### src/hw/mem_bus_pkg.sv
package mem_bus_pkg;

    // bus widths
    localparam int xlen   = 32;
    localparam int data_w = 64;
    localparam int tag_w  = 4;

    // addresses are byte addresses of 8-byte words
    localparam int byte_off_w = 3;

    // memory model
    localparam int mem_latency = 8;   // accept to data return
    localparam int mem_words   = 256;
    localparam int mem_aw      = $clog2(mem_words);

    // cache geometry, both direct-mapped with one word per line
    localparam int icache_lines = 16;
    localparam int icache_iw    = $clog2(icache_lines);
    localparam int icache_tw    = xlen - byte_off_w - icache_iw;
    localparam int dcache_lines = 16;
    localparam int dcache_iw    = $clog2(dcache_lines);
    localparam int dcache_tw    = xlen - byte_off_w - dcache_iw;

    typedef enum logic [1:0] {
        bus_none  = 2'h0,
        bus_load  = 2'h1,
        bus_store = 2'h2
    } bus_cmd_t;

    // shared by both cache FSMs
    typedef enum logic [1:0] {
        cache_idle,
        cache_issue,   // command on the bus until a nonzero response
        cache_wait,    // load accepted, watching for the saved tag
        cache_done     // answer to the processor
    } cache_state_t;

endpackage

### src/hw/cache_controller.sv
`timescale 1ns/1ps

module cache_controller (
    // memory return
    input  logic [mem_bus_pkg::tag_w-1:0]  mem2proc_response, // zero unless accepted
    input  logic [mem_bus_pkg::data_w-1:0] mem2proc_data,
    input  logic [mem_bus_pkg::tag_w-1:0]  mem2proc_tag,

    // memory port
    output mem_bus_pkg::bus_cmd_t          proc2mem_command,
    output logic [mem_bus_pkg::xlen-1:0]   proc2mem_addr,
    output logic [mem_bus_pkg::data_w-1:0] proc2mem_data,

    // instruction cache side
    input  mem_bus_pkg::bus_cmd_t          Icache2ctrl_command,
    input  logic [mem_bus_pkg::xlen-1:0]   Icache2ctrl_addr,
    output logic [mem_bus_pkg::tag_w-1:0]  ctrl2Icache_response,
    output logic [mem_bus_pkg::data_w-1:0] ctrl2Icache_data,
    output logic [mem_bus_pkg::tag_w-1:0]  ctrl2Icache_tag,

    // data cache side
    input  mem_bus_pkg::bus_cmd_t          Dcache2ctrl_command,
    input  logic [mem_bus_pkg::xlen-1:0]   Dcache2ctrl_addr,
    input  logic [mem_bus_pkg::data_w-1:0] Dcache2ctrl_data,
    output logic [mem_bus_pkg::tag_w-1:0]  ctrl2Dcache_response,
    output logic [mem_bus_pkg::data_w-1:0] ctrl2Dcache_data,
    output logic [mem_bus_pkg::tag_w-1:0]  ctrl2Dcache_tag
);
    import mem_bus_pkg::*;

    logic d_request;

    assign d_request = (Dcache2ctrl_command != bus_none); // dcache always wins

    // the dcache issues nothing while it waits for its load, so it has to see
    // every return; its saved tag is unique among loads in flight
    assign ctrl2Dcache_data = mem2proc_data;
    assign ctrl2Dcache_tag  = mem2proc_tag;

    always_comb begin
        if (d_request) begin
            proc2mem_command     = Dcache2ctrl_command;
            proc2mem_addr        = Dcache2ctrl_addr;
            proc2mem_data        = Dcache2ctrl_data;
            ctrl2Dcache_response = mem2proc_response;
            ctrl2Icache_response = '0;  // icache retries later
            ctrl2Icache_data     = '0;
            ctrl2Icache_tag      = '0;
        end else begin
            proc2mem_command     = Icache2ctrl_command;
            proc2mem_addr        = Icache2ctrl_addr;
            proc2mem_data        = '0;  // icache never stores
            ctrl2Dcache_response = '0;
            ctrl2Icache_response = mem2proc_response;
            ctrl2Icache_data     = mem2proc_data;
            ctrl2Icache_tag      = mem2proc_tag;
        end
    end

endmodule

### config.mk
export PLATFORM = sky130hd
export DESIGN_NAME = cache_controller
export DESIGN_NICKNAME = d
export VERILOG_FILES = /design/src/hw/mem_bus_pkg.sv /design/src/hw/cache_controller.sv
export SDC_FILE = /design/constraint.sdc
export NUM_CORES = 1
export LEC_CHECK = 0
export BUFFER_PORTS_ARGS = -buffer_cell sky130_fd_sc_hd__buf_2
export CAP_MARGIN = 30
export CORE_AREA = 2 2 171 173
export DETAILED_ROUTE_END_ITERATION = 16
export DIE_AREA = 0 0 173 175
export RECOVER_POWER = 50
export SETUP_SLACK_MARGIN = 0.3
export SLEW_MARGIN = 10
export SYNTH_ARGS = -nofsm -noshare
export SYNTH_HDL_FRONTEND = slang
export SYNTH_SLANG_ARGS = --single-unit
### constraint.sdc
create_clock -name vclk -period 1
set_input_delay 0.1 -clock vclk [all_inputs]
set_output_delay 0.1 -clock vclk [all_outputs]
set_load 0.02 [all_outputs]
**Word-level counts from Yosys, hierarchy flattened**

Index checks and enable logic that the tools add are counted.

- Add/subtract/negate cells: 0
- $mul: 0
- Div/mod/pow operators: 0
- Magnitude comparators: 0
- Eq/ne operators: 0
- Shifts and indexed selects: 0
- Mux-type cells: 7
- Bitwise logic cells: 0
- Reduce and logical (&&, ||, !) cells: 1

Operator list:

| kind | number |
|---|---|
| $mux 64 | 2 |
| $mux 32 | 1 |
| $mux 4 | 3 |
| $mux 2 | 1 |
| $reduce_bool 2->1 | 1 |

- Bits in registers: 0
- Bits in latches: 0
- RAM bits: 0
- Bits in read-only memories: 0
- Bits of input ports: 204
- Output and inout port bits: 242
- Memories: 0

**Depth between registers and ports, before layout**

Gate-level depths: netlist of run 1.

- Depth in word-level cells: 2
- Depth in mapped cells: 4
- Mapped depth without buffers: 2

**Worst setup path after synthesis of run 1**

No wires, ideal clock.

- Kind: input -> output
- Start: input Dcache2ctrl_command[1]
- End: output proc2mem_addr[0] (netlist bit)
- Arrival time: 0.873 ns
- Path slack: 0.027 ns
- Cell stages on the path: 3
- Buffers on the path: 1
- Cells stage by stage: nor2_4 > buf_6 > mux2_2

- Cells in the longest elaborated chain, start to end: 2

RTL lines:

| item | RTL line | source |
|---|---|---|
| start: declaration | cache_controller.sv:22 | `input mem_bus_pkg::bus_cmd_t Dcache2ctrl_command,` |
| $reduce_bool 2->1 | cache_controller.sv:33 | `assign d_request = (Dcache2ctrl_command != bus_none);` |
| $mux 32 | cache_controller.sv:41 | `if (d_request) begin` |
| end: declaration | cache_controller.sv:11 | `output logic [mem_bus_pkg::xlen-1:0] proc2mem_addr,` |

No other way between the ends.

**Worst setup path after layout of run 1**

- Start: input Dcache2ctrl_command[0]
- End: output proc2mem_addr[16] (netlist bit)

The elaborated chain is that of the path after synthesis.

==> impl_metrics.json, run 1 <==
{
  "relSlewSlack_pct": 82.27,
  "regArea_um2": 0,
  "gr-total-overflow": 0,
  "drc": 0,
  "setup_violations": 166,
  "die_h_um": 175,
  "syn_nets": 467,
  "cpPeakStageDelay_ps": 300,
  "dieArea_um2": 30280,
  "track_usage_pct": 7.960,
  "netlist_area_um2": 1942,
  "worst_pin_slew_ps": 267.1,
  "end_kind": "output port",
  "die_x_um": 173,
  "drv_cap": 0,
  "num_vias": 3242,
  "seq_cell_count": 0,
  "syn2layout_area_growth_pct": 180.6,
  "place_ws_ps": -345.1,
  "rsz0062_at_grt": "yes",
  "instances_no_fill": 1040,
  "criticalPathCategory": "in2out",
  "hold_slack_ps": 433.2,
  "fin_crit_sh_pct": 128.0,
  "outcome": "finished with violations",
  "slew_violations": 0,
  "synth.distinct_cells": 11,
  "fin_area_um2": 5449,
  "start_kind": "input port",
  "drt_iter0_drc": 40,
  "dr.pass1.iters": 4,
  "avgRoutedWirePerCell_um": 13.70,
  "grt_pass1_wl_um": 18620,
  "final_hold_viol_count": 0,
  "start_util_pct": 6.839,
  "hold_class": "in2out",
  "gp_congestion": 0.8804,
  "antenna_found_initial": 6,
  "num_rows": 62,
  "drive_gt1_share_pct": 84.97,
  "seq_area_frac_synth_pct": 0,
  "drtAntennaViolNets": 0,
  "violations": "setup timing",
  "grt_start_max_net_pins": 38,
  "routed_via_density": 3.117,
  "cp_slowest_cell": "mux2_4",
  "peakVddDrop_mv": 0.1836,
  "crit_chain": "buf_8 > nor2_4 > buf_12 > buf_12 > clkbuf_16 > mux2_4 > buf_6",
  "arrival_ps": 1180,
  "final_nets": 858,
  "synthCells": 263,
  "grt_pass1_vias": 3168,
  "cts_hold_buf": 0,
  "nFillCells": 3155,
  "fmax_mhz": 781.0,
  "period_minus_slack_ps": 1280,
  "finalWorstSetupSlack_ps": -280.4,
  "cp.required_ps": 900,
  "p_per_area_nw_per_um2": 532.1,
  "ys_warn_count": 0,
  "hpwl_um": 11260,
  "avgSynthCellArea_um2": 7.384,
  "cp_max_fo": 5,
  "placed_cells": 1015,
  "post_dp_cell_area_um2": 4370,
  "num-clock-buffers": 0,
  "power.leakage_nw": 2.959,
  "multiInputGateArea_um2": 1594,
  "core_um2": 28390,
  "wl_um": 14240,
  "portBuffers": 446,
  "crit_top_cell": "buf_12",
  "io-pin-count": 446
}
[placed cells by master (no fill, tap or decap)]
cell / synthesis / layout
clkbuf_1: 1 / 35
buf_8: 0 / 2
bufbuf_16: 0 / 1
diode_2: 0 / 4
buf_6: 12 / 82
and2_4: 0 / 48
nor2b_1: 68 / 60
buf_16: 0 / 11
and2_2: 0 / 24
nor2_4: 1 / 1
o21ai_2: 0 / 1
mux2_4: 0 / 32
buf_12: 0 / 6
clkbuf_16: 0 / 3
buf_4: 68 / 26
inv_1: 2 / 2
buf_2: 5 / 309
nor2b_4: 0 / 8
a21o_1: 1 / 1
[critical path: cells and delay by family]
family	cells	cell delay, ps
buf+inv	5	640
mux	1	300
simple gates	1	120
[cells in the mapped netlist, drive strengths merged]
library cell,count,area share (%)
a21o,1,0.39
inv,2,0.39
nor2b,68,22
nor2,1,0.58
and2,72,23
o21ai,1,0.26
clkbuf,1,0.19
mux2,32,19
buf,85,35
[cells by family (layout without fill, tap and decap cells)]
| family | count (synthesis) | in the layout | share of synthesized area (%) |
|---|---|---|---|
| simple gates | 141 | 141 | 45.68 |
| other cells | 0 | 4 | 0 |
| mux | 32 | 32 | 18.56 |
| compound gates | 2 | 2 | 0.6442 |
| buf+inv | 88 | 477 | 35.12 |
[metrics by stage]
stage | utilization [%] | total power (W) | setup TNS, ps
after detailed placement | 15.39 | 0.002335 | -34540
after floorplan | - | 0.001517 | 0
final | 19.19 | 0.002900 | -27000
after global placement | 15.39 | 0.002319 | -31900
after CTS | 18.48 | 0.002803 | -30430
after global routing | 19.17 | 0.003056 | -34020
[path summary, 6_finish.rpt]
| path | startpoint | to | slack, ps | depth (start not counted) |
|---|---|---|---|---|
| min | mem2proc_data[46] | ctrl2Dcache_data[46] | 430 | 2 |
| max | Dcache2ctrl_command[0] | proc2mem_addr[16] | -280 | 7 |
[layer usage]
metal	up-vias	global-route usage, %	part of all wire (%)
met3	14	2.067	10
met5	-	0	0.19
met1	1427	8.373	34
li1	1525	-	-
met4	4	1.095	1.3
met2	272	16.02	54
[final cells by class]
cell class | instances | area share (%)
inverters | 2 | 0.1378
diodes | 4 | 0.1837
multi-input cells | 175 | 29.25
repair buffers | 475 | 61.61
well taps | 384 | 8.817
[repair_timing]
action	CTS	global route
cloned	9	3
pin swaps	21	13
endpoints found under the setup margin	174	174
buffers inserted	8	1
gates resized for setup	182	56
[where the power goes]
group | leakage [nW] | switching, W | total (W) | internal [W]
Clock | 0.0000254 | 0 | 0.000000000536 | 0.000000000536
Sequential | 0 | 0 | 0 | 0
Combinational | 2.96 | 0.00144 | 0.00290 | 0.00146
Note: power is estimated with default switching activity, not from simulation.
==> inputs of run 2 (changes only) <==
--- a/config.mk
+++ b/config.mk
@@ -11,7 +11,7 @@
 export DETAILED_ROUTE_END_ITERATION = 16
 export DIE_AREA = 0 0 173 175
 export RECOVER_POWER = 50
-export SETUP_SLACK_MARGIN = 0.3
+export SETUP_SLACK_MARGIN = 0.2
 export SLEW_MARGIN = 10
 export SYNTH_ARGS = -nofsm -noshare
 export SYNTH_HDL_FRONTEND = slang
==> impl_metrics.json, run 2 (synthesis gave the netlist of run 1 again) <==
{
  "drt_iter0_drc": 63,
  "rsz0062_at_grt": "yes",
  "peakVddDrop_mv": 0.1891,
  "end_kind": "output port",
  "drc": 0,
  "grt_pass1_wl_um": 16060,
  "final_nets": 851,
  "outcome": "finished with violations",
  "num_rows": 62,
  "syn2layout_area_growth_pct": 165.7,
  "gp_congestion": 0.8213,
  "worst_pin_slew_ps": 263.1,
  "p_clk_share_pct": 0,
  "cts_hold_buf": 0,
  "track_usage_pct": 6.636,
  "num_vias": 3150,
  "drv_cap": 0,
  "final_cell_mix": "buf_2 (309), buf_6 (82), nor2b_1 (60), and2_2 (45), clkbuf_1 (35)",
  "start_kind": "input port",
  "arrival_ps": 1150,
  "regArea_um2": 0,
  "grt_pass1_vias": 2910,
  "drive_gt1_share_pct": 84.65,
  "final_hold_viol_count": 0,
  "grt_start_max_net_pins": 41,
  "die_h_um": 175,
  "core_um2": 28390,
  "nFillCells": 3194,
  "cp_max_fo": 8,
  "period_minus_slack_ps": 1247,
  "p_sw_w": 0.001372,
  "die_x_um": 173,
  "fin_area_um2": 5159,
  "relSlewSlack_pct": 82.54,
  "p_per_area_nw_per_um2": 524.2,
  "fin_tns_setup_ps": -24890,
  "gr-total-overflow": 0,
  "hpwl_um": 9740,
  "power.leakage_nw": 2.814,
  "criticalPathCategory": "in2out",
  "place_ws_ps": -364.7,
  "drtAntennaViolNets": 0,
  "dr.pass1.iters": 4,
  "portBuffers": 446,
  "wl_um": 12430,
  "start_util_pct": 6.839,
  "io-pin-count": 446,
  "seq_cell_count": 0,
  "cp.required_ps": 900,
  "fmax_mhz": 801.9,
  "finalWorstSetupSlack_ps": -247.1,
  "post_dp_cell_area_um2": 4395,
  "avgRoutedWirePerCell_um": 12.04,
  "setup_violations": 171,
  "combPwrFrac_pct": 100.0,
  "antenna_found_initial": 4,
  "power.internal_w": 0.001332,
  "p_seq_share_pct": 0,
  "swShare_pct": 50.74,
  "fin_crit_sh_pct": 124.7,
  "dieArea_um2": 30280,
  "hold_class": "in2out",
  "violations": "setup timing",
  "final_common_cell": "buf_2",
  "num-clock-buffers": 0,
  "routed_via_density": 3.052,
  "slew_violations": 0
}
run 2: changes by cell type in the layout (fill, tap and decap cells not counted):
cell       change
o21ai_2        -1
nor2b_4        -4
buf_4          +3
nor2b_2        +4
clkbuf_16      -1
and2_4        -21
and2_2        +21
buf_8          -1
buf_16         -8
diode_2        -1
o21ai_1        +1
run 2: through the flow:
| stage | hold slack (ps) | cells | total power, W | util, % |
|---|---|---|---|---|
| 2_1_floorplan | 312.6 | 263 | 0.001517 | - |
| 3_3_place_gp | 426.3 | 1018 | 0.002295 | 15.48 |
| 3_5_place_dp | 426.3 | 1018 | 0.002305 | 15.48 |
| 4_1_cts | 428.4 | 1023 | 0.002551 | 17.22 |
| 5_1_grt | 455.0 | 1031 | 0.002848 | 18.16 |
| 6_report | 438.6 | 1032 | 0.002704 | 18.17 |
run 2: power by group through the flow:
stage / clock network (W) / registers, W / logic, W
CTS: 0 / 0 / 0.00255
detailed placement: 0 / 0 / 0.00231
finish: 0.000000000402 / 0 / 0.00270
global route: 0.000000000267 / 0 / 0.00285
floorplan: 0 / 0 / 0.00152
global placement: 0 / 0 / 0.00230
run 2: critical path: stages:
cell and delay [ps]:
buf_8 100, nor2_4 180, buf_12 170, clkbuf_16 150
mux2_4 310, buf_6 130
run 2: worst paths after layout:
check,from,end,slack [ps],cells past startpoint
worst max-delay path,Dcache2ctrl_command[0],proc2mem_addr[20],-250,6
worst min-delay path,mem2proc_data[15],ctrl2Dcache_data[15],440,2
run 2: final cells by class:
cell class	instances	area, um^2	share of cell area (%)
Antenna cell	3	7.507	0.1455
Inverter	2	7.507	0.1455
Multi-Input combinational cell	175	1544	29.93
Tap cell	384	480.5	9.314
Timing Repair Buffer	468	3119	60.47
run 2: metal layers:
| layer | vias to the layer above | GRT usage, % | part of all wire [%] |
|---|---|---|---|
| li1 | 1514 | - | - |
| met2 | 256 | 14.25 | 57 |
| met1 | 1372 | 6.682 | 32 |
| met3 | 8 | 1.153 | 9.5 |
| met5 | - | 0 | 0 |
| met4 | 0 | 0.7415 | 1.8 |
run 2: timing repair:
action	in CTS	in global routing
buffers inserted	1	4
pin swaps	2	4
setup endpoints to repair	173	173
gates cloned	4	2
resized for setup	123	81
