**config.mk**
```make
export PLATFORM = sky130hd
export DESIGN_NAME = dcache
export DESIGN_NICKNAME = d
export VERILOG_FILES = /design/src/hw/mem_bus_pkg.sv /design/src/hw/dcache.sv
export SDC_FILE = /design/constraint.sdc
export NUM_CORES = 1
export LEC_CHECK = 0
export ABC_AREA = 1
export BUFFER_PORTS_ARGS = -buffer_cell sky130_fd_sc_hd__buf_2
export CELL_PAD_IN_SITES_DETAIL_PLACEMENT = 1
export CELL_PAD_IN_SITES_GLOBAL_PLACEMENT = 2
export CORE_ASPECT_RATIO = 1.4
export CORE_MARGIN = 3
export CORE_UTILIZATION = 47
export CTS_CLUSTER_DIAMETER = 200
export CTS_CLUSTER_SIZE = 10
export DETAILED_ROUTE_END_ITERATION = 8
export PLACE_DENSITY_LB_ADDON = 0.12
export SLEW_MARGIN = 20
export SYNTH_ARGS = -nofsm -noshare
export SYNTH_HDL_FRONTEND = slang
export SYNTH_SLANG_ARGS = --single-unit
```
**constraint.sdc**
```tcl
create_clock -name clock -period 13.17 [get_ports clock]
set_input_delay 1.9755 -clock clock [delete_from_list [all_inputs] [get_ports clock]]
set_output_delay 1.9755 -clock clock [all_outputs]
set_load 0.02 [all_outputs]
```
**src/hw/mem_bus_pkg.sv**
```systemverilog
package mem_bus_pkg;

    // bus widths
    localparam int xlen   = 32;
    localparam int data_w = 64;
    localparam int tag_w  = 4;

    // addresses are byte addresses of 8-byte words
    localparam int byte_off_w = 3;

    // memory model
    localparam int mem_latency = 8;   // accept to data return
    localparam int mem_words   = 256;
    localparam int mem_aw      = $clog2(mem_words);

    // cache geometry, both direct-mapped with one word per line
    localparam int icache_lines = 16;
    localparam int icache_iw    = $clog2(icache_lines);
    localparam int icache_tw    = xlen - byte_off_w - icache_iw;
    localparam int dcache_lines = 16;
    localparam int dcache_iw    = $clog2(dcache_lines);
    localparam int dcache_tw    = xlen - byte_off_w - dcache_iw;

    typedef enum logic [1:0] {
        bus_none  = 2'h0,
        bus_load  = 2'h1,
        bus_store = 2'h2
    } bus_cmd_t;

    // shared by both cache FSMs
    typedef enum logic [1:0] {
        cache_idle,
        cache_issue,   // command on the bus until a nonzero response
        cache_wait,    // load accepted, watching for the saved tag
        cache_done     // answer to the processor
    } cache_state_t;

endpackage

```
**src/hw/dcache.sv**
```systemverilog
`timescale 1ns/1ps

module dcache (
    input  logic                           clock,
    input  logic                           rst_n,

    // processor side, request held until valid
    input  mem_bus_pkg::bus_cmd_t          proc2Dcache_command,
    input  logic [mem_bus_pkg::xlen-1:0]   proc2Dcache_addr,
    input  logic [mem_bus_pkg::data_w-1:0] proc2Dcache_data,
    output logic [mem_bus_pkg::data_w-1:0] Dcache2proc_data,
    output logic                           Dcache2proc_valid,

    // controller side
    output mem_bus_pkg::bus_cmd_t          Dcache2ctrl_command,
    output logic [mem_bus_pkg::xlen-1:0]   Dcache2ctrl_addr,
    output logic [mem_bus_pkg::data_w-1:0] Dcache2ctrl_data,
    input  logic [mem_bus_pkg::tag_w-1:0]  ctrl2Dcache_response,
    input  logic [mem_bus_pkg::data_w-1:0] ctrl2Dcache_data,
    input  logic [mem_bus_pkg::tag_w-1:0]  ctrl2Dcache_tag
);
    import mem_bus_pkg::*;

    logic [dcache_tw-1:0]    tag_mem  [dcache_lines];
    logic [data_w-1:0]       data_mem [dcache_lines];
    logic [dcache_lines-1:0] valid_mem;

    cache_state_t         state;
    logic [tag_w-1:0]     wait_tag;
    logic [data_w-1:0]    out_data;
    logic [dcache_iw-1:0] idx;
    logic [dcache_tw-1:0] addr_tag;
    logic                 hit;
    logic                 is_store;
    logic                 accepted;
    logic                 fill;

    assign idx      = proc2Dcache_addr[byte_off_w +: dcache_iw];
    assign addr_tag = proc2Dcache_addr[xlen-1 -: dcache_tw];
    assign hit      = valid_mem[idx] && (tag_mem[idx] == addr_tag);
    assign is_store = (proc2Dcache_command == bus_store);
    assign accepted = (state == cache_issue) && (ctrl2Dcache_response != '0);
    assign fill     = (state == cache_wait) && (ctrl2Dcache_tag == wait_tag);

    // command held until accepted, none while waiting
    assign Dcache2ctrl_command = (state == cache_issue) ? proc2Dcache_command : bus_none;
    assign Dcache2ctrl_addr    = {proc2Dcache_addr[xlen-1:byte_off_w], {byte_off_w{1'b0}}};
    assign Dcache2ctrl_data    = (state == cache_issue && is_store) ? proc2Dcache_data : '0;
    assign Dcache2proc_valid   = (state == cache_done);
    assign Dcache2proc_data    = out_data;

    always_ff @(posedge clock or negedge rst_n) begin
        if (!rst_n) begin
            state     <= cache_idle;
            wait_tag  <= '0;
            valid_mem <= '0;
        end else begin
            case (state)
                cache_idle: begin
                    if (proc2Dcache_command == bus_load && hit) begin
                        state <= cache_done;
                    end else if (proc2Dcache_command != bus_none) begin
                        state <= cache_issue;  // load miss or any store
                    end
                end
                cache_issue: begin
                    if (accepted) begin
                        wait_tag <= ctrl2Dcache_response;
                        state    <= is_store ? cache_done : cache_wait;
                    end
                end
                cache_wait: begin
                    if (fill) begin
                        valid_mem[idx] <= 1'b1;
                        state          <= cache_done;
                    end
                end
                default: begin
                    state <= cache_idle;
                end
            endcase
        end
    end

    always_ff @(posedge clock) begin
        if (state == cache_idle && proc2Dcache_command == bus_load && hit) begin
            out_data <= data_mem[idx];
        end
        if (accepted && is_store) begin
            out_data <= proc2Dcache_data;
            if (hit) begin
                data_mem[idx] <= proc2Dcache_data; // write-through, no allocate
            end
        end
        if (fill) begin
            tag_mem[idx]  <= addr_tag;
            data_mem[idx] <= ctrl2Dcache_data;
            out_data      <= ctrl2Dcache_data;
        end
    end

endmodule

```
Yosys cells after proc, flatten, opt, wreduce, memory -nomap -nowiden. Memories as Yosys holds them, arrays and structs flattened. Index checks and enable logic that the tools add are counted.

Flip-flop bits (word level): 86. Bits in writable memories: 1424. Input port bits: 172. Memories kept: 2.

Magnitude comparators: 2. Equality and inequality tests: 10. Multiplexer cells: 21. Bitwise logic cells: 2. Reductions and logical operators: 16.

Memories: data_mem (words 16, width 64, read ports 1, clocked after Yosys merged registers in 0, wr ports 1, RTL line dcache.sv:25) `logic [data_w-1:0] data_mem [dcache_lines];`; tag_mem (words 16, width 25, read ports 1, clocked after Yosys merged registers in 0, wr ports 1, RTL line dcache.sv:24) `logic [dcache_tw-1:0] tag_mem [dcache_lines];`.

Operator list (number): $mux 64 (5); $eq 25x25->1 (1); $or 16x16->16 (1); $mux 2 (5); $logic_and 1x1->1 (9); $mux 1 (8); $eq 2x2->1 const B (3); $pmux 2 s3 (1); $lt 4x5->1 const B (1); $bmux 1 s4 (1); $demux 1 s4 (1); $eq 2x1->1 const B (2); $eq 4x4->1 (1); $ge 4x1->1 const B (1); $ne 2x2->1 const B (2); $reduce_and 2->1 (2); $reduce_bool 4->1 (1); $ne 3x3->1 const B (1); $reduce_and 3->1 (1); $reduce_bool 3->1 (1); $logic_not 2->1 (1); $reduce_bool 2->1 (1); $or 1x1->1 (1).

Logic depth before layout (Yosys ltp). Gate-level depths: netlist of run 1.

Depth in word-level cells: 7. Mapped depth: 22.

Least setup slack after synthesis of run 1. Ideal clock, no wire load.

Path kind: input-to-reg. Start: input port proc2Dcache_addr[3] (netlist bit). End: memory data_mem[0][0] (enable). Setup time: 486 ps. Data arrival time: 6137 ps. Required time: 12684 ps. Slack: 6546 ps. Cell stages on the path: 18. Buffers on the path: 3. Path through: buf_4 > nor2_2 > buf_4 > buf_4 > nand2_1 > nand3_1 > nand2_1 > nand2_1 > nor2_1 > nand2_1 > nand2_1 > nor2_1 > nand3_1 > nor2_1 > nand2_1 > nand2_1 > nand2_2 > nor2_1.

Cells in the longest elaborated chain, start to end: 7. Elaborated cells on any way between the ends: 9. Classes of those cells: eq/ne: 1; mux: 5; bitwise: 1; reduce/logical: 1; memory: 1.

Ends and longest elaborated chain: from (decl) (RTL line dcache.sv:9) `input logic [mem_bus_pkg::xlen-1:0] proc2Dcache_addr,`; $mem_v2 16x25 or $bmux 1 s4 (tied branches); $eq 25x25->1 or $mux 1 (tied branches) (RTL line dcache.sv:40) `assign hit = valid_mem[idx] && (tag_mem[idx] == addr_tag);`; $logic_and 1x1->1 (RTL line dcache.sv:40); $mux 1 (RTL line dcache.sv:91) `if (hit) begin`; $mux 1 (RTL line dcache.sv:89) `if (accepted && is_store) begin`; $mux 1 (not written as such) (RTL line dcache.sv:92) `data_mem[idx] <= proc2Dcache_data;`; $or 1x1->1 (no line); to (decl) (RTL line dcache.sv:25).

Several ways; a longest one is shown, not always the timed one. The select of a mux whose other input is x is not followed.

Final worst setup path of run 1.
Start: input port proc2Dcache_addr[4] (netlist bit). End: memory data_mem[12][16] (enable).

The elaborated chain is that of the path after synthesis.

==> results by group, run 1 <==
Pwr
  • Static leakage: 23.2 nW
  • Power Density: 156 mW/mm²
  • Peak supply drop: about 150 µV

Logic synthesis
  • Mapped Area: 0.0588 mm²
  • Post-Synthesis Cells: 4163
  • Ys Warns: 0
  • Sequential fraction of the synthesis area: 0.770
  • Syn_area_per_cell: 14.1 µm²
  • Post-synth top area share: 0.760
  • Synthesis-stage register bit count: between 1500 and 2000
  • Synth area leader: edfxtp_1
  • Synth unique cells: 36
  • Synth top area cells: edfxtp_1 76%, a22oi_1 6.6%, nand2_1 6.1%, a21oi_1 2.3%, clkbuf_1 1.0%

Finish
  • Most frequent cells in the layout: 1488 x edfxtp_1, 957 x nand2_1, 513 x a22oi_1
  • Nets: 4690
  • Area growth syn-to-layout: 14.1%
  • Ratio of cells with drive above 1 in the final layout: 0.158
  • Ant diodes: 0
  • Fin util: 0.543
  • Most common cell after layout, fill and taps aside: edfxtp_1

Clock tree
  • Root Buffer: clkbuf_16
  • Clock transition at path regs: 0.06 ns
  • Clk_lat worst skew: 0.80 ns
  • Clk sinks: 1510
  • Cts repair resizes: 0
  • CTS Hold Buffers Added: 0
  • Post-CTS Setup Inserts: 0
  • Num CTS Buffers: between 150 and 200
  • Worst-case clock buffer depth: 3
  • Htree depth: 4
  • CTS tree: done

Global routing
  • Routing usage on met2: 0.478
  • First-pass GRT wire length: about 250000 µm
  • M3 GR Usage: 0.0321
  • M1 GR Usage: 0.330
  • Busiest grt layer: met2
  • Largest net degree at the start of global routing: around 160
  • Gr usage total: 0.265
  • Number of global-route vias before repair: 38800
  • Grt total ovfl: 0
  • Initial antenna violation count: 3

Timing
  • Setup violators final: 0
  • Final Max Tran Viols: 0
  • Crit share post-route: 0.584
  • Slew @ Worst Pin: 1.24 ns
  • Slew margin rel.: 0.166
  • Final Hold Fails: 0
  • Final Critical Period: 7.69 ns
  • Setup TNS: 0 ns
  • Unrepaired setup endpoints after global routing: no
  • PnR worst setup slack: 5.48 ns
  • FMAX: between 100 and 150 MHz
  • Clock skew: 0.0364 ns

Detailed routing
  • Final wirelength: 173000 µm
  • Post-DRT Antenna Nets: 0
  • Routed len/inst: 28.1 µm
  • DR pass1 iterations: 5
  • DRT iter0 DRCs: 3294
  • Routed vias: between 30000 and 40000
  • Via density: about 6.0
  • Residual DRC count: 0

Worst setup path
  • Crit. End Element: flip-flop
  • Most frequent CP cell: nand2_1
  • Reg2reg path depth: 12
  • Crit-path max FO: around 150
  • Slowest-stage cell, CP: buf_4
  • CP bufs+invs: 6
  • Worst-path cell chain: buf_2 -> inv_2 -> nor2_4 -> buf_12 -> buf_4 -> nand2_1 -> nand4_1 -> nand2_1 -> nand2_1 -> o21ai_0 -> nand2_1 -> nand2_1 -> nor2_1 -> nand2_1 -> nor2_1 -> nand2_1 -> nand2_1 -> nand2_2 -> nor2_4 -> buf_4 -> buf_4
  • Crit path kind: in2reg
  • Crit start category: input pin
  • Worst EP arrival: 8.10 ns
  • Largest stage delay, worst path: around 0.75 ns
  • Critical Path Stages: 21
  • Req. time, crit path: roughly 14 ns
  • Top Family by Delay on Critical Path: buffers and inverters

Floorplanning
  • Full die area: 0.129 mm²
  • # IOs: 335
  • Starting density of the core: 0.476
  • Core Region: 0.123 mm²
  • DIE HEIGHT: 424 µm
  • Number of cell rows: 152
  • Die X: between 300 and 400 µm

Placement
  • Worst slack at placement: 4.64 ns
  • I/O Buffers: roughly 330
  • GP Congestion: 0.731
  • HPWL after DPL: ~89000 µm

Worst hold path
  • Worst hold path depth: 2
  • Worst min-delay path class: reg2reg

Job
  • MaxCap Viol Count: 0

Outcome
  • Status: completed
[worst register-to-register path: cells and delay by family (launching register included)]
kind / cells / cell delay (ns)
adder cells (fa/ha/maj): 1 / 0.22
flip-flops: 1 / 0.41
buffers and inverters: 5 / 2.07
AND/OR/NAND/NOR: 6 / 2.08
[per-layer routing]
layer,vias up,wire [µm]
li1,16200,-
met1,19100,68700
met2,1281,90400
met3,292,9080
met4,0,5030
met5,-,0
[worst paths after layout]
kind / slack (ns) / end / from
setup / recovery: 5.48 / data_mem[12][16]$_DFFE_PP_ / proc2Dcache_addr[4]
hold / removal: 0.46 / valid_mem[11]$_DFFE_PN0P_ / valid_mem[11]$_DFFE_PN0P_
setup reg to reg: 7.99 / data_mem[12][16]$_DFFE_PP_ / state[1]$_DFFE_PN0P_
hold reg to reg: 0.46 / valid_mem[11]$_DFFE_PN0P_ / valid_mem[11]$_DFFE_PN0P_
max in group asynchronous: 11.60 / valid_mem[0]$_DFFE_PN0P_ / rst_n
min in group asynchronous: 1.17 / wait_tag[3]$_DFFE_PN0P_ / rst_n
[stage by stage]
step	std cells	instance area [µm²]	hold slack, ns	total power, mW
floorplan	4165	58800	0.424	6.03
finish	6172	67000	0.458	10.5
CTS	6172	67000	0.466	10.5
global route	6172	67000	0.479	10.8
global placement	5961	62400	0.437	6.38
detailed placement	5961	62400	0.452	6.41
[cell usage after synthesis]
cell / n
o21ai_0: 103
nor4_1: 23
nand2_1: 961
clkinv_1: 1
a21oi_1: 271
nor2_1: 150
nand3_1: 62
ha_1: 4
buf_6: 14
nand4_1: 16
nor3_1: 7
a22oi_1: 513
o311ai_0: 38
inv_4: 1
nor2_2: 2
o21ai_1: 3
nor3b_1: 1
o21bai_1: 12
nand3b_1: 1
a31oi_1: 3
inv_2: 7
nand2_2: 3
buf_2: 44
inv_1: 100
o41ai_1: 38
o211ai_1: 22
edfxtp_1: 1488
dfrtp_1: 22
nor2_4: 10
clkbuf_1: 158
buf_1: 30
buf_4: 37
or2_2: 11
xor2_1: 4
conb_1: 1
o22ai_1: 2
[cells by family (layout without fill, tap and decap cells)]
| kind of cell | count (synthesis) | after routing | synth area share |
|---|---|---|---|
| flip-flops | 1510 | 1510 | 0.770 |
| AND/OR/NAND/NOR | 1247 | 1247 | 0.0849 |
| AO/OA/AOI/OAI | 1005 | 1005 | 0.114 |
| buffers and inverters | 392 | 782 | 0.0302 |
| adder cells (fa/ha/maj) | 4 | 4 | 0.000852 |
| other | 1 | 3 | 0.0000638 |
| XOR/XNOR | 4 | 4 | 0.000596 |
[flip-flops by register name, summed over array words and instances (netlist names)]
name              flops
Dcache2proc_data     64
data_mem           1024
state                 2
tag_mem             400
valid_mem            16
wait_tag              4
[power by group]
part,switching (mW),leakage (nW),total [mW],internal (mW)
Clock,1.83,2.24,4.15,2.31
Combinational,0.637,7.32,0.866,0.229
Sequential,0.0216,13.6,5.44,5.42
[cell type report]
cell class,instances,area [µm²]
clock buffer,197,4330
clock inverter,14,307
fill,12000,56400
inverter,109,438
multi-input combinational,2263,12000
sequential,1510,45200
tap,1617,2020
timing repair buffer,462,2660
Power figures use the tool's default switching activity.
==> inputs of run 2 (changes only) <==
Settings changed: CORE_UTILIZATION 47 to 44.
Clock period 13.17 ns to 7.2 ns, I/O delays scaled along.
==> results by group, run 2 (synthesis gave the netlist of run 1 again) <==
Finish
  • Biggest register: data_mem
  • Most common cell after layout, fill and taps aside: edfxtp_1
  • FILL cells: 12900 (+7.4%)
  • Max reg flops: 1024 (unchanged)
  • Fin util: 0.508 (-0.0353)
  • Most frequent cells in the layout: 1488 x edfxtp_1, 957 x nand2_1, 513 x a22oi_1
  • Fin area: 0.0674 mm² (+0.49%)
  • Nets: 4692 (+0.043%)
  • Ratio of cells with drive above 1 in the final layout: 0.160 (+0.00150)
  • Area growth syn-to-layout: 14.6%

Clock tree
  • CTS tree: done
  • Num CTS Buffers: 168 (unchanged)
  • Htree depth: 4 (unchanged)
  • Root Buffer: clkbuf_16
  • Clk sinks: 1510 (unchanged)
  • CTS Hold Buffers Added: 0 (unchanged)
  • Post-CTS Setup Inserts: 0 (unchanged)
  • Clk_lat worst skew: 0.79 ns (about the same)
  • Worst-case clock buffer depth: 3 (unchanged)
  • Clock transition at path regs: 0.06 ns (about the same)
  • Cts repair resizes: 0 (unchanged)

Timing
  • Setup TNS: 0 ns (unchanged)
  • Hold slack: 0.279 ns (-0.179 ns)
  • Setup violators final: 0 (unchanged)
  • Final Critical Period: 5.14 ns
  • Final Hold Fails: 0 (unchanged)
  • Unrepaired setup endpoints after global routing: no
  • Final Max Tran Viols: 0 (unchanged)
  • Crit share post-route: 0.714
  • Slew @ Worst Pin: 1.12 ns (-0.123 ns)
  • Clock skew: 0.0280 ns (-0.00845 ns)
  • Slew margin rel.: 0.251 (+0.0843)
  • FMAX: 195 MHz

Worst setup path
  • Crit path kind: in2reg
  • Worst-path cell chain: buf_2 -> inv_2 -> nand2_2 -> inv_8 -> nand2_1 -> nand4_1 -> nand2_1 -> nand2_1 -> nor2_1 -> nand2_1 -> nand2_1 -> nor2_1 -> nand3_1 -> nor2_1 -> nand2_1 -> nand2_1 -> nand2_2 -> nor2_4 -> buf_12
  • Crit-path max FO: 94 (-39%)
  • Most frequent CP cell: nand2_1
  • Crit. End Element: flip-flop
  • Req. time, crit path: 7.67 ns (-5.91 ns)
  • Slowest-stage cell, CP: nor2_4
  • Crit start category: input pin
  • Worst EP arrival: 5.61 ns (-2.49 ns)
  • Largest stage delay, worst path: 0.80 ns (+0.05 ns)
  • Reg2reg path depth: 7 (-5)

Pwr
  • Static leakage: 23.2 nW (+0.15%)
  • Int Pwr: 14.6 mW (+83%)
  • Power, Total: 19.0 mW (+82%)
  • Peak supply drop: 213 µV (+39%)
  • Flop pwr share: 0.523 (+0.003)
  • Power Density: 282 mW/mm² (+81%)
  • Sw Ratio: 0.234 (-0.00415)
  • Sw Pwr: 4.45 mW (+79%)
  • Logic pwr share: 0.084 (about the same)
  • Clk network pwr share: 0.392 (-0.005)

Job
  • MaxCap Viol Count: 0 (unchanged)

Detailed routing
  • Met3 wire len: 8360 µm (-8.0%)
  • Final wirelength: 172000 µm (-0.52%)
  • Met2 routed WL: 89400 µm (-1.1%)
  • Residual DRC count: 0 (unchanged)
  • DR pass1 iterations: 6 (+1)
  • DRT iter0 DRCs: 2891 (-12%)
  • Routed vias: 36600 (-0.90%)
  • Via density: 5.79 (-3.2%)
  • DRT met1 WL: 70400 µm (+2.6%)
  • Routed len/inst: 27.3 µm (-2.8%)
  • Top Layer Used: met4
  • Post-DRT Antenna Nets: 0 (unchanged)

Floorplanning
  • Number of cell rows: 158 (+3.9%)
  • Starting density of the core: 0.443 (-0.0331)
  • Full die area: 0.138 mm² (+6.7%)
  • # IOs: 335 (unchanged)
  • Core Region: 0.133 mm² (+7.5%)
  • DIE HEIGHT: 438 µm (+3.3%)
  • Die X: 315 µm (+3.3%)

Placement
  • Cell Area, Placed: 0.0628 mm² (+0.69%)
  • GP Congestion: 0.736 (+0.70%)
  • I/O Buffers: 328 (unchanged)
  • HPWL after DPL: 89800 µm (+0.98%)

Global routing
  • Initial antenna violation count: 4 (+1)
  • Largest net degree at the start of global routing: 173 (+12%)
  • Number of global-route vias before repair: 38600 (-0.43%)
  • Gr usage total: 0.249 (-0.0156)
  • First-pass GRT wire length: 253000 µm (+0.29%)
  • Grt total ovfl: 0 (unchanged)

Outcome
  • Status: completed

Worst hold path
  • Worst min-delay path class: in2async
run 2: through the flow:
stage / cells / setup slack, ns
3_3_place_gp: 6105 / 1.12
6_report: 6318 / 2.06
2_1_floorplan: 4165 / 1.47
5_1_grt: 6316 / 1.76
3_5_place_dp: 6106 / 1.18
4_1_cts: 6316 / 1.99
run 2: final timing paths:
path / startpoint / slack (ns) / end
min in group clock: valid_mem[1]$_DFFE_PN0P_ / 0.46 / valid_mem[1]$_DFFE_PN0P_
setup / recovery: proc2Dcache_addr[4] / 2.06 / data_mem[0][58]$_DFFE_PP_
hold / removal: rst_n / 0.28 / wait_tag[2]$_DFFE_PN0P_
max in group asynchronous: rst_n / 6.52 / valid_mem[13]$_DFFE_PN0P_
setup reg to reg: wait_tag[1]$_DFFE_PN0P_ / 3.18 / data_mem[12][54]$_DFFE_PP_
hold reg to reg: valid_mem[1]$_DFFE_PN0P_ / 0.46 / valid_mem[1]$_DFFE_PN0P_
run 2: critical path, delay by kind of cell:
family | cells | cell delay, ns
buf+inv | 4 | 1.56
simple gates | 15 | 2.85
run 2: power groups by stage:
| stage | clock (mW) | sequential [mW] | combinational (mW) |
|---|---|---|---|
| global route | 7.94 | 9.95 | 1.76 |
| finish | 7.46 | 9.95 | 1.60 |
| CTS | 7.61 | 9.95 | 1.62 |
| global placement | 0 | 10.1 | 1.58 |
| floorplan | 0 | 10.2 | 0.840 |
| detailed placement | 0 | 10.1 | 1.62 |
run 2: metal layers:
metal,vias to the layer above,track usage
li1,16300,-
met1,19000,0.318
met2,1050,0.445
met3,234,0.0317
met4,0,0.0685
met5,-,0
run 2: cell type report:
cell class / count / area (µm²) / share of cell area
clock buffer: 202 / 4400 / 0.0652
inverter: 109 / 438 / 0.00650
sequential: 1510 / 45200 / 0.671
tap: 1760 / 2200 / 0.0327
antenna: 2 / 5.00 / 0.0000743
clock inverter: 8 / 114 / 0.00169
timing repair buffer: 464 / 2900 / 0.0430
multi-input combinational: 2263 / 12100 / 0.179
